File: src/logic/backend_macros.svh
`ifndef BACKEND_MACROS_SVH
`define BACKEND_MACROS_SVH

`define REG_COUNT     32
`define DATA_WIDTH    32

// Tag 0 stays reserved for "no dependency".
`define ROB_DEPTH     8
`define ROB_TAG_WIDTH 3

`endif

File: src/logic/backend_pkg.sv
`default_nettype none

`include "backend_macros.svh"

package backend_pkg;

    typedef logic [`DATA_WIDTH-1:0]        data_t;
    typedef logic [$clog2(`REG_COUNT)-1:0] reg_idx_t;
    typedef logic [`ROB_TAG_WIDTH-1:0]     rob_tag_t;  // Zero means not waiting.
    typedef logic [1:0]                    op_t;

    localparam op_t OP_ADD = 2'd0;
    localparam op_t OP_SUB = 2'd1;
    localparam op_t OP_AND = 2'd2;
    localparam op_t OP_XOR = 2'd3;

endpackage

`default_nettype wire

File: src/logic/backend_ifs.sv
`timescale 1ns/10ps
`default_nettype none

// Source lookups from dispatch into the register file.
interface regread_if import backend_pkg::*; ();
    reg_idx_t rs1;
    reg_idx_t rs2;
    data_t    val1;
    data_t    val2;
    rob_tag_t dep1;
    rob_tag_t dep2;

    modport dispatch (output rs1, rs2, input val1, val2, dep1, dep2);
    modport regfile  (input rs1, rs2, output val1, val2, dep1, dep2);
endinterface

interface rob_alloc_if import backend_pkg::*; ();
    rob_tag_t free_tag;
    logic     full;
    logic     alloc;
    reg_idx_t alloc_rd;
    rob_tag_t query_tag1;
    rob_tag_t query_tag2;
    logic     ready1;
    logic     ready2;
    data_t    qval1;
    data_t    qval2;

    modport dispatch (input free_tag, full, ready1, ready2, qval1, qval2,
                      output alloc, alloc_rd, query_tag1, query_tag2);
    modport rob      (output free_tag, full, ready1, ready2, qval1, qval2,
                      input alloc, alloc_rd, query_tag1, query_tag2);
endinterface

interface exec_if import backend_pkg::*; ();
    logic     valid;
    rob_tag_t tag;
    op_t      op;
    data_t    opa;
    data_t    opb;

    modport source (output valid, tag, op, opa, opb);
    modport sink   (input valid, tag, op, opa, opb);
endinterface

interface commit_if import backend_pkg::*; ();
    logic     commit;  // One cycle per retired entry.
    rob_tag_t tag;
    reg_idx_t rd;
    data_t    value;

    modport source (output commit, tag, rd, value);
    modport sink   (input commit, tag, rd, value);
endinterface

`default_nettype wire

File: src/logic/backend_core.sv
`timescale 1ns/10ps
`default_nettype none

module backend_core import backend_pkg::*; (
    input  logic     clk_in,
    input  logic     rst_in,
    input  logic     rdy_in,
    input  logic     clr_in,
    input  logic     instr_valid,
    input  reg_idx_t instr_rd,
    input  reg_idx_t instr_rs1,
    input  reg_idx_t instr_rs2,
    input  op_t      instr_op,
    input  logic     instr_use_imm,
    input  data_t    instr_imm,
    output logic     instr_ready,
    output logic     commit_valid,
    output reg_idx_t commit_rd,
    output data_t    commit_value
);

    regread_if   rd_bus ();
    rob_alloc_if alloc_bus ();
    exec_if      exec_bus ();
    commit_if    commit_bus ();

    logic     wb_valid;
    rob_tag_t wb_tag;
    data_t    wb_value;

    dispatch_stage u_dispatch (
        .clk_in, .rst_in, .rdy_in, .clr_in,
        .instr_valid, .instr_use_imm, .instr_rd, .instr_rs1, .instr_rs2,
        .instr_op, .instr_imm, .instr_ready,
        .rd_port    (rd_bus),
        .alloc_port (alloc_bus),
        .issue      (exec_bus)
    );

    exec_stage u_exec (
        .clk_in, .rst_in, .rdy_in, .clr_in,
        .issue (exec_bus),
        .wb_valid, .wb_tag, .wb_value
    );

    reorder_buffer u_rob (
        .clk_in, .rst_in, .rdy_in, .clr_in,
        .alloc_port  (alloc_bus),
        .wb_valid, .wb_tag, .wb_value,
        .commit_port (commit_bus)
    );

    register_file u_regfile (
        .clk_in, .rst_in, .rdy_in, .clr_in,
        .issue_valid (alloc_bus.alloc),
        .issue_rd    (alloc_bus.alloc_rd),
        .issue_tag   (alloc_bus.free_tag),
        .rd_port     (rd_bus),
        .commit_port (commit_bus)
    );

    // A commit held through a freeze shows once rdy_in returns.
    assign commit_valid = commit_bus.commit && rdy_in && !clr_in;
    assign commit_rd    = commit_bus.rd;
    assign commit_value = commit_bus.value;

endmodule

`default_nettype wire

File: src/logic/dispatch_stage.sv
`timescale 1ns/10ps
`default_nettype none

module dispatch_stage import backend_pkg::*; (
    input  logic          clk_in,
    input  logic          rst_in,
    input  logic          rdy_in,
    input  logic          clr_in,
    input  logic          instr_valid,
    input  logic          instr_use_imm,
    input  reg_idx_t      instr_rd,
    input  reg_idx_t      instr_rs1,
    input  reg_idx_t      instr_rs2,
    input  op_t           instr_op,
    input  data_t         instr_imm,
    output logic          instr_ready,
    regread_if.dispatch   rd_port,
    rob_alloc_if.dispatch alloc_port,
    exec_if.source        issue
);

    logic  avail1;
    logic  avail2;
    logic  accept;
    data_t opa;
    data_t opb;

    assign rd_port.rs1 = instr_rs1;
    assign rd_port.rs2 = instr_rs2;

    // Pending tags go to the buffer for forwarding.
    assign alloc_port.query_tag1 = rd_port.dep1;
    assign alloc_port.query_tag2 = rd_port.dep2;

    // A waiting source may still go once its producer has written back.
    assign avail1 = (rd_port.dep1 == '0) || alloc_port.ready1;
    assign avail2 = instr_use_imm || (rd_port.dep2 == '0) || alloc_port.ready2;

    assign opa = (rd_port.dep1 == '0) ? rd_port.val1 : alloc_port.qval1;
    assign opb = instr_use_imm          ? instr_imm :
                 (rd_port.dep2 == '0)   ? rd_port.val2 : alloc_port.qval2;

    assign instr_ready = rdy_in && !alloc_port.full && avail1 && avail2;
    assign accept      = instr_valid && instr_ready && !clr_in;

    assign alloc_port.alloc    = accept;
    assign alloc_port.alloc_rd = instr_rd;

    always_ff @(posedge clk_in) begin
        if (rst_in) begin
            issue.valid <= 1'b0;
        end else if (rdy_in) begin
            issue.valid <= accept;  // Also drops on flush.
            if (accept) begin
                issue.tag <= alloc_port.free_tag;
                issue.op  <= instr_op;
                issue.opa <= opa;
                issue.opb <= opb;
            end
        end
    end

endmodule

`default_nettype wire

File: src/logic/exec_stage.sv
`timescale 1ns/10ps
`default_nettype none

module exec_stage import backend_pkg::*; (
    input  logic     clk_in,
    input  logic     rst_in,
    input  logic     rdy_in,
    input  logic     clr_in,
    exec_if.sink     issue,
    output logic     wb_valid,
    output rob_tag_t wb_tag,
    output data_t    wb_value
);

    data_t result;

    always_comb begin
        case (issue.op)
            OP_ADD: result = issue.opa + issue.opb;
            OP_SUB: result = issue.opa - issue.opb;
            OP_AND: result = issue.opa & issue.opb;
            OP_XOR: result = issue.opa ^ issue.opb;
        endcase
    end

    always_ff @(posedge clk_in) begin
        if (rst_in) begin
            wb_valid <= 1'b0;
        end else if (rdy_in) begin
            wb_valid <= issue.valid && !clr_in;
            wb_tag   <= issue.tag;
            wb_value <= result;
        end
    end

endmodule

`default_nettype wire

File: src/logic/register_file.sv
`timescale 1ns/10ps
`default_nettype none

`include "backend_macros.svh"

module register_file import backend_pkg::*; (
    input  logic       clk_in,
    input  logic       rst_in,
    input  logic       rdy_in,
    input  logic       clr_in,
    input  logic       issue_valid,
    input  reg_idx_t   issue_rd,
    input  rob_tag_t   issue_tag,
    regread_if.regfile rd_port,
    commit_if.sink     commit_port
);

    data_t    reg_value [`REG_COUNT];
    rob_tag_t reg_tag   [`REG_COUNT];  // Youngest writer in flight.
    logic     hit1;
    logic     hit2;

    // Commit tags are never zero, so register 0 never hits.
    assign hit1 = commit_port.commit && (commit_port.tag == reg_tag[rd_port.rs1]);
    assign hit2 = commit_port.commit && (commit_port.tag == reg_tag[rd_port.rs2]);

    assign rd_port.val1 = hit1 ? commit_port.value : reg_value[rd_port.rs1];
    assign rd_port.dep1 = hit1 ? '0 : reg_tag[rd_port.rs1];
    assign rd_port.val2 = hit2 ? commit_port.value : reg_value[rd_port.rs2];
    assign rd_port.dep2 = hit2 ? '0 : reg_tag[rd_port.rs2];

    always_ff @(posedge clk_in) begin
        if (rst_in) begin
            for (int i = 0; i < `REG_COUNT; i++) begin
                reg_value[i] <= '0;
                reg_tag[i]   <= '0;
            end
        end else if (rdy_in) begin
            if (clr_in) begin
                for (int i = 0; i < `REG_COUNT; i++) begin
                    reg_tag[i] <= '0;
                end
            end else begin
                if (commit_port.commit && commit_port.rd != '0) begin
                    reg_value[commit_port.rd] <= commit_port.value;
                    if (reg_tag[commit_port.rd] == commit_port.tag) begin
                        reg_tag[commit_port.rd] <= '0;
                    end
                end
                // Later assignment, so a same-cycle issue keeps its tag.
                if (issue_valid && issue_rd != '0) begin
                    reg_tag[issue_rd] <= issue_tag;
                end
            end
        end
    end

endmodule

`default_nettype wire

File: src/logic/reorder_buffer.sv
`timescale 1ns/10ps
`default_nettype none

`include "backend_macros.svh"

module reorder_buffer import backend_pkg::*; (
    input  logic     clk_in,
    input  logic     rst_in,
    input  logic     rdy_in,
    input  logic     clr_in,
    rob_alloc_if.rob alloc_port,
    input  logic     wb_valid,
    input  rob_tag_t wb_tag,
    input  data_t    wb_value,
    commit_if.source commit_port
);

    localparam rob_tag_t LAST_TAG = rob_tag_t'(`ROB_DEPTH - 1);

    // Slot 0 is never allocated.
    reg_idx_t ent_rd    [`ROB_DEPTH];
    data_t    ent_value [`ROB_DEPTH];
    logic     ent_ready [`ROB_DEPTH];

    rob_tag_t                  head;
    rob_tag_t                  tail;
    logic [`ROB_TAG_WIDTH-1:0] count;
    logic                      do_commit;

    function automatic rob_tag_t next_tag(input rob_tag_t t);
        return (t == LAST_TAG) ? rob_tag_t'(1) : t + rob_tag_t'(1);
    endfunction

    assign alloc_port.free_tag = tail;
    assign alloc_port.full     = (count == LAST_TAG);

    // Operand lookups for dispatch.
    assign alloc_port.ready1 = ent_ready[alloc_port.query_tag1];
    assign alloc_port.ready2 = ent_ready[alloc_port.query_tag2];
    assign alloc_port.qval1  = ent_value[alloc_port.query_tag1];
    assign alloc_port.qval2  = ent_value[alloc_port.query_tag2];

    assign do_commit = (count != '0) && ent_ready[head];

    always_ff @(posedge clk_in) begin
        if (rst_in) begin
            head               <= rob_tag_t'(1);
            tail               <= rob_tag_t'(1);
            count              <= '0;
            commit_port.commit <= 1'b0;
            for (int i = 0; i < `ROB_DEPTH; i++) begin
                ent_ready[i] <= 1'b0;
            end
        end else if (rdy_in) begin
            if (clr_in) begin
                head               <= rob_tag_t'(1);
                tail               <= rob_tag_t'(1);
                count              <= '0;
                commit_port.commit <= 1'b0;  // Pending commit is dropped.
            end else begin
                commit_port.commit <= do_commit;
                if (do_commit) begin
                    commit_port.tag   <= head;
                    commit_port.rd    <= ent_rd[head];
                    commit_port.value <= ent_value[head];
                    head              <= next_tag(head);
                end
                if (alloc_port.alloc) begin
                    ent_rd[tail]    <= alloc_port.alloc_rd;
                    ent_ready[tail] <= 1'b0;
                    tail            <= next_tag(tail);
                end
                if (wb_valid) begin
                    ent_value[wb_tag] <= wb_value;
                    ent_ready[wb_tag] <= 1'b1;
                end
                if (alloc_port.alloc && !do_commit) begin
                    count <= count + 1'b1;
                end else if (!alloc_port.alloc && do_commit) begin
                    count <= count - 1'b1;
                end
            end
        end
    end

endmodule

`default_nettype wire

File: config.mk
export PLATFORM = sky130hd
export DESIGN_NAME = backend_core
export DESIGN_NICKNAME = d
export VERILOG_FILES = /design/src/logic/backend_pkg.sv /design/src/logic/backend_ifs.sv /design/src/logic/backend_core.sv /design/src/logic/dispatch_stage.sv /design/src/logic/exec_stage.sv /design/src/logic/register_file.sv /design/src/logic/reorder_buffer.sv
export VERILOG_INCLUDE_DIRS = /design/src /design/src/logic
export SDC_FILE = /design/constraint.sdc
export NUM_CORES = 2
export LEC_CHECK = 0
export BUFFER_PORTS_ARGS = -buffer_cell sky130_fd_sc_hd__buf_2
export CORE_ASPECT_RATIO = 1.4
export CORE_MARGIN = 3
export CORE_UTILIZATION = 25
export DETAILED_ROUTE_END_ITERATION = 16
export PLACE_DENSITY_LB_ADDON = 0.2
export SLEW_MARGIN = 20
export SYNTH_ARGS = -nofsm -noshare
export SYNTH_HDL_FRONTEND = slang
export SYNTH_SLANG_ARGS = --single-unit
File: constraint.sdc
create_clock -name clk_in -period 13.1 [get_ports clk_in]
set_clock_uncertainty 0.05 [all_clocks]
set_input_delay 0.655 -clock clk_in [delete_from_list [all_inputs] [get_ports clk_in]]
set_output_delay 0.655 -clock clk_in [all_outputs]
set_load 0.02 [all_outputs]
# --- Word level (Yosys, flattened, before mapping) ---
# Memory sizes are Yosys's and may differ from the RTL's. A register that Yosys moved wholly into a read port is not among the register bits.
# Index checks and enable logic that the tools add are counted.
op_classes:
  eq_ne: 9
  addsub: 6
  bitwise: 36
  n_reduce_logical: 42
  n_mux: 99
op_table:
  columns: ["cell", "count"]
  rows:
  - ["$mux 32", 6]
  - ["$mux 3", 49]
  - ["$pmux 32 s4", 1]
  - ["$mux 1", 40]
  - ["$add 32x32->32", 1]
  - ["$and 32x32->32", 1]
  - ["$or 1x1->1", 32]
  - ["$reduce_or 32->1", 1]
  - ["$sub 32x32->32", 1]
  - ["$xor 32x32->32", 1]
  - ["$logic_and 1x1->1", 15]
  - ["$mux 5", 3]
  - ["$reduce_bool 5->1", 2]
  - ["$add 3x1->3 const B", 3]
  - ["$eq 3x3->1", 3]
  - ["$eq 3x3->1 const B", 3]
  - ["$reduce_and 2->1", 4]
  - ["$logic_not 3->1", 2]
  - ["$reduce_bool 3->1", 2]
  - ["$reduce_or 3->1", 2]
  - ["$eq 2x2->1 const B", 2]
  - ["$logic_not 1->1", 4]
  - ["$reduce_and 4->1", 1]
  - ["$reduce_bool 2->1", 2]
  - ["7 further kinds", 11]
word_totals:
  ff_bits: 119
  memories: 5
  ram_bits: 1424
  wordCells: 210
  input_bits: 55
  out_inout_bits: 39
memory_table:
  columns: ["name", "words", "width", "rd", "rd_ports_with_merged_regs", "write_ports", "line_no", "source"]
  rows:
  - ["u_regfile.reg_value", 32, 32, 2, 0, 32, "register_file.sv:18", "data_t reg_value [`REG_COUNT];"]
  - ["u_rob.ent_value", 8, 32, 3, 1, 1, "reorder_buffer.sv:22", "data_t ent_value [`ROB_DEPTH];"]
  - ["u_regfile.reg_tag", 32, 3, 3, 0, 32, "register_file.sv:19", "rob_tag_t reg_tag [`REG_COUNT];"]
  - ["u_rob.ent_rd", 8, 5, 1, 1, 1, "reorder_buffer.sv:21", "reg_idx_t ent_rd [`ROB_DEPTH];"]
  - ["u_rob.ent_ready", 8, 1, 3, 1, 8, "reorder_buffer.sv:23", "logic ent_ready [`ROB_DEPTH];"]

# --- Longest topological paths before layout ---
# An unclocked memory read counts as a cell.
logic_depth:
  depth_word: 18
  ltp_mapped: 22
  ltp_nobuf: 20

# --- Modules after synthesis ---
# A second synthesis with hierarchy kept.
hier_totals:
  hier_cells: 5454
  hier_area_um2: 86904.6
by_module_without_submodules:
  columns: ["module", "area_each_um2", "seq_area_each_um2", "n_inst", "cells_per_inst"]
  rows:
  - ["register_file", 61393.9, 33632.3, 1, 3818]
  - ["reorder_buffer", 17359.1, 10510.1, 1, 844]
  - ["exec_stage", 4743.3, 1071.0, 1, 548]
  - ["dispatch_stage", 3399.5, 2092.0, 1, 243]
  - ["backend_core", 8.8, 0.0, 1, 1]

# --- Worst setup path after synthesis ---
# OpenSTA, ideal clock, no wires.
synth_path:
  path_kind: "input -> register"
  start: "input instr_rs2[1]"
  end: "memory u_regfile.reg_tag[14][0] (netlist name), enable pin"
  t_required_ns: 12.712
  n_path_buf: 2
  setup_time_ns: 0.338
  cell_stages: 14
  arrival_ns: 6.350
  setup_slack_ns: 6.361
  cell_sequence: "buf_6 > mux4_2 > mux2_2 > and3_1 > nor3_2 > xnor2_1 > a41o_1 > a21oi_1 > o311ai_0 > o32a_1 > nor4b_4 > nand3b_1 > clkbuf_1 > o221ai_1"
synth_lines:
  columns: ["element", "line_no", "source"]
  rows:
  - ["start: declaration", "backend_core.sv:12", "input reg_idx_t instr_rs2,"]
  - ["end: declaration", "register_file.sv:19", null]

# --- Final worst setup path ---
layout_path:
  start: "input instr_rs2[2]"
  end: "output instr_ready"
layout_between:
  elab_chain_len: 8
  word_cells_on_any_way: 9
  cone_classes: "1 x eq/ne; 1 x mux; 5 x reduce/logical; 2 x memory"
layout_rtl:
  columns: ["element", "line_no", "source"]
  rows:
  - ["$mem_v2 32x3 *", null, null]
  - ["$eq 3x3->1", "register_file.sv:25", "assign hit2 = commit_port.commit && (commit_port.tag == reg_tag[rd_port.rs2]);"]
  - ["$logic_and 1x1->1", "register_file.sv:25", null]
  - ["$mux 3 *", "register_file.sv:30", "assign rd_port.dep2 = hit2 ? '0 : reg_tag[rd_port.rs2];"]
  - ["branches (longest 2 deep; another with $mem_v2 8x1)", null, null]
  - ["$logic_or 1x1->1 *", "dispatch_stage.sv:37", "assign avail2 = instr_use_imm || (rd_port.dep2 == '0) || alloc_port.ready2;"]
  - ["$logic_and 1x1->1 *", "dispatch_stage.sv:43", "assign instr_ready = rdy_in && !alloc_port.full && avail1 && avail2;"]
  - ["end: declaration", "backend_core.sv:16", "output logic instr_ready,"]
# Every way passes the cells marked *.

==> reports/metrics.csv <==
metric,value,unit
"Seq/Total Area, Yosys",55.3,%
"Remaining Overflow, GRT",0,
Async SR Flop Fraction,0,%
minimum clock period,6.37,ns
Peak VDD IR,0.000105,V
Area Overhead vs Synth,13.3,%
fin worst setup slack,6.73,ns
finished layout cell area,97000,µm²
DRC,0,
Clock Latency Late Sink,0.86,ns
crit end category,output port,
Seq cells post-synth,1583,
Layout Utilization,28.5,%
Setup CP Type,primary input to output port,
Main synth FF type,edfxtp_1,
"Hold Vio Cnt, Final",0,
post-CTS sizing,0,
final hold slack,0.0656,ns
DRT Pass-1 Iters,5,
pin slew with the least headroom to its limit,1.15,ns
total of max-cap violations,0,
TritonCTS Sinks,1583,
Syn Area/Cell,14.7,µm²
# IOs,94,
Max H-tree Level,4,
synth unique cells,81,
Tcrit/Tclk final,48.6,%
largest net degree at the start of global routing,112,
Mapped Cells,5826,
Root Buffer,clkbuf_16,
worst relative slew slack,23.2,%
synth warn,0,
Die X,501,µm
initial antenna violation count,12,
Inserted Clock Buffers,168,
hpwl dp,202000,µm
# rows,253,
run status,completed,
clk slew on worst S/H paths,0.07,ns
# setup viols final,0,
Vias,53900,
fin. max-slew vios,0,
Fin Setup TNS,0,ns
Placement Setup Slack,6.00,ns
Power Density,123,nW/µm²
wire length per cell,31.4,µm
DR vias/cell,5.21,
core area,340000,µm²
share of cells above drive strength 1,25.6,%
synthesized cell area,85600,µm²
CP max FO,61,
first-pass GRT wire length,454000,µm
Leak,32.2,nW
Max Freq,157,MHz
Starting Density,25.2,%
die area,350000,µm²
Critical Path Source Type,primary input,
Die Ht,698,µm
Critical Path RT,12.40,ns
"EDFF count, synth",1560,
nets,5864,
worst min-delay path class,primary input to flop,
Final ANT Viol Nets,0,
Post CTS Setup Buffer Count,0,
I/O Buffers,93,
unrepaired setup endpoints after global routing,false,
initial DRC count,4867,
WP data arrival,5.66,ns
CTS tree,yes,
vias in the first global route,56400,
maximum buffer depth of the clock tree,4,
routability congestion estimate,0.829,
final WL,324000,µm
total track usage,18.1,%
"Cell Area, Placed",91700,µm²
-- state kept, by name, indices dropped and copies added (netlist names), 2 cells and up, named ones only --
register / flops
u_exec.wb_value: 32
u_rob.ent_ready: 8
u_rob.ent_value: 256
u_regfile.reg_tag: 96
u_rob.head: 3
u_regfile.reg_value: 1024
u_exec.wb_tag: 3
u_rob.commit_port.value: 32
u_rob.commit_port.tag: 3
u_rob.count: 3
u_rob.alloc_port.free_tag: 3
u_rob.ent_rd: 40
u_rob.commit_port.rd: 5
u_dispatch.issue.tag: 3
u_dispatch.issue.op: 2
u_dispatch.issue.opa: 32
u_dispatch.issue.opb: 32
-- logic make-up after synthesis --
logic type	Yosys count	share of synthesized area, %
simple gates	1720	10.9
mux	1090	23.9
flops	1583	55.3
other cells	1	0.00438
compound gates	670	5.32
buf+inv	635	2.92
xor+xnor	57	0.592
fa+ha+maj	70	1.04
-- final timing paths --
check                                                           to                         startpoint  depth (start not counted)  slack [ns]
worst max-delay path                                   instr_ready                       instr_rs2[2]                         15        6.73
worst min-delay path            u_dispatch.issue.opb[24]$_DFFE_PP_                      instr_imm[24]                          3        0.07
worst max register to register       u_exec.wb_value[25]$_DFFE_PP_   u_dispatch.issue.op[1]$_DFFE_PP_                         16        7.16
worst min register to register          u_exec.wb_tag[0]$_DFFE_PP_  u_dispatch.issue.tag[0]$_DFFE_PP_                          0        0.38
-- area by class of cell --
class | count | area, µm²
multi-input cells | 3642 | 36600
fillers | 34100 | 243000
diodes | 7 | 17.5
well taps | 4462 | 5580
inverters | 48 | 186
flip-flops and latches | 1583 | 47300
clock buffers | 199 | 4380
clock inverters | 98 | 820
repair buffers | 296 | 2100
-- where the power goes --
group          switching (mW)  total (mW)  internal, mW
Combinational           0.832        1.37         0.539
Clock                    2.13        4.77          2.64
Sequential             0.0922        5.79          5.69
Total                    3.05        11.9          8.88
-- cell usage after synthesis, drive strengths merged (10+ instances only) --
library cell / count / share of area [%]
mux2i: 252 / 3.0
o221ai: 32 / 0.33
ha: 68 / 0.99
nor3: 307 / 1.8
or3: 16 / 0.12
o211ai: 20 / 0.18
a221oi: 28 / 0.31
nand3: 27 / 0.16
nand4: 13 / 0.095
a21o: 17 / 0.15
and3: 11 / 0.080
nand2b: 24 / 0.18
a22oi: 31 / 0.27
nor2b: 24 / 0.18
mux2: 80 / 1.1
nor2: 321 / 1.6
a221o: 45 / 0.53
xor2: 33 / 0.34
inv: 46 / 0.20
nand2: 196 / 0.86
and2: 710 / 5.2
a22o: 32 / 0.33
edfxtp: 1560 / 55
buf: 144 / 0.77
xnor2: 24 / 0.25
nand3b: 11 / 0.096
mux4: 758 / 20
clkbuf: 443 / 1.9
o21ai: 204 / 1.2
o31ai: 17 / 0.15
a31oi: 10 / 0.080
a21oi: 112 / 0.66
dfxtp: 23 / 0.54
a211oi: 67 / 0.59
-- layout by cell type (no fill, tap or decap), drive strengths merged, types with 16 or more instances in the layout --
cell,Yosys,final
inv,46,51
mux2,80,80
edfxtp,1560,1560
xnor2,24,24
nor2,321,321
a22oi,31,31
and2,710,710
a211oi,67,67
a22o,32,32
nand2b,24,24
or3,16,16
o21ai,204,204
a21oi,112,112
mux2i,252,252
a21o,17,17
clkinv,2,77
mux4,758,758
clkbuf,443,199
nand3,27,27
o211ai,20,20
conb,1,35
dfxtp,23,23
a221o,45,45
o31ai,17,17
ha,68,68
xor2,33,33
buf,144,289
o221ai,32,32
a221oi,28,28
nor2b,24,24
nor3,307,307
nand2,196,196
-- layer usage --
metal | wire, µm | up-vias | global-route usage, %
met5 | 0 | - | 0
li1 | - | 22800 | -
met4 | 12300 | 0 | 6.33
met3 | 14700 | 505 | 1.83
met1 | 126000 | 28800 | 21.9
met2 | 171000 | 1799 | 33.3
-- worst max-delay path, stage by stage --
cell	delay (ns)
buf_6	0.46
buf_4	0.60
mux4_2	0.43
mux2_2	0.27
and3_1	0.21
nor3_4	0.15
buf_4	0.47
xnor2_1	0.28
nand2_1	0.20
o21a_2	0.13
buf_4	0.65
nand2b_1	0.12
o32a_1	0.41
and3_1	0.28
buf_2	0.21
-- repair_timing --
action,in CTS,in global routing
hold buffers,7,0
setup endpoints to repair,0,0
hold endpoints to repair,7,0
-- per-stage QoR --
| stage | power (mW) | std cells |
|---|---|---|
| 2_1_floorplan | 6.71 | 5860 |
| 3_3_place_gp | 7.26 | 10000 |
| 3_5_place_dp | 7.27 | 10000 |
| 4_1_cts | 12.1 | 10300 |
| 5_1_grt | 12.3 | 10300 |
| 6_report | 11.9 | 10300 |
(Power assumes the default switching activity.)
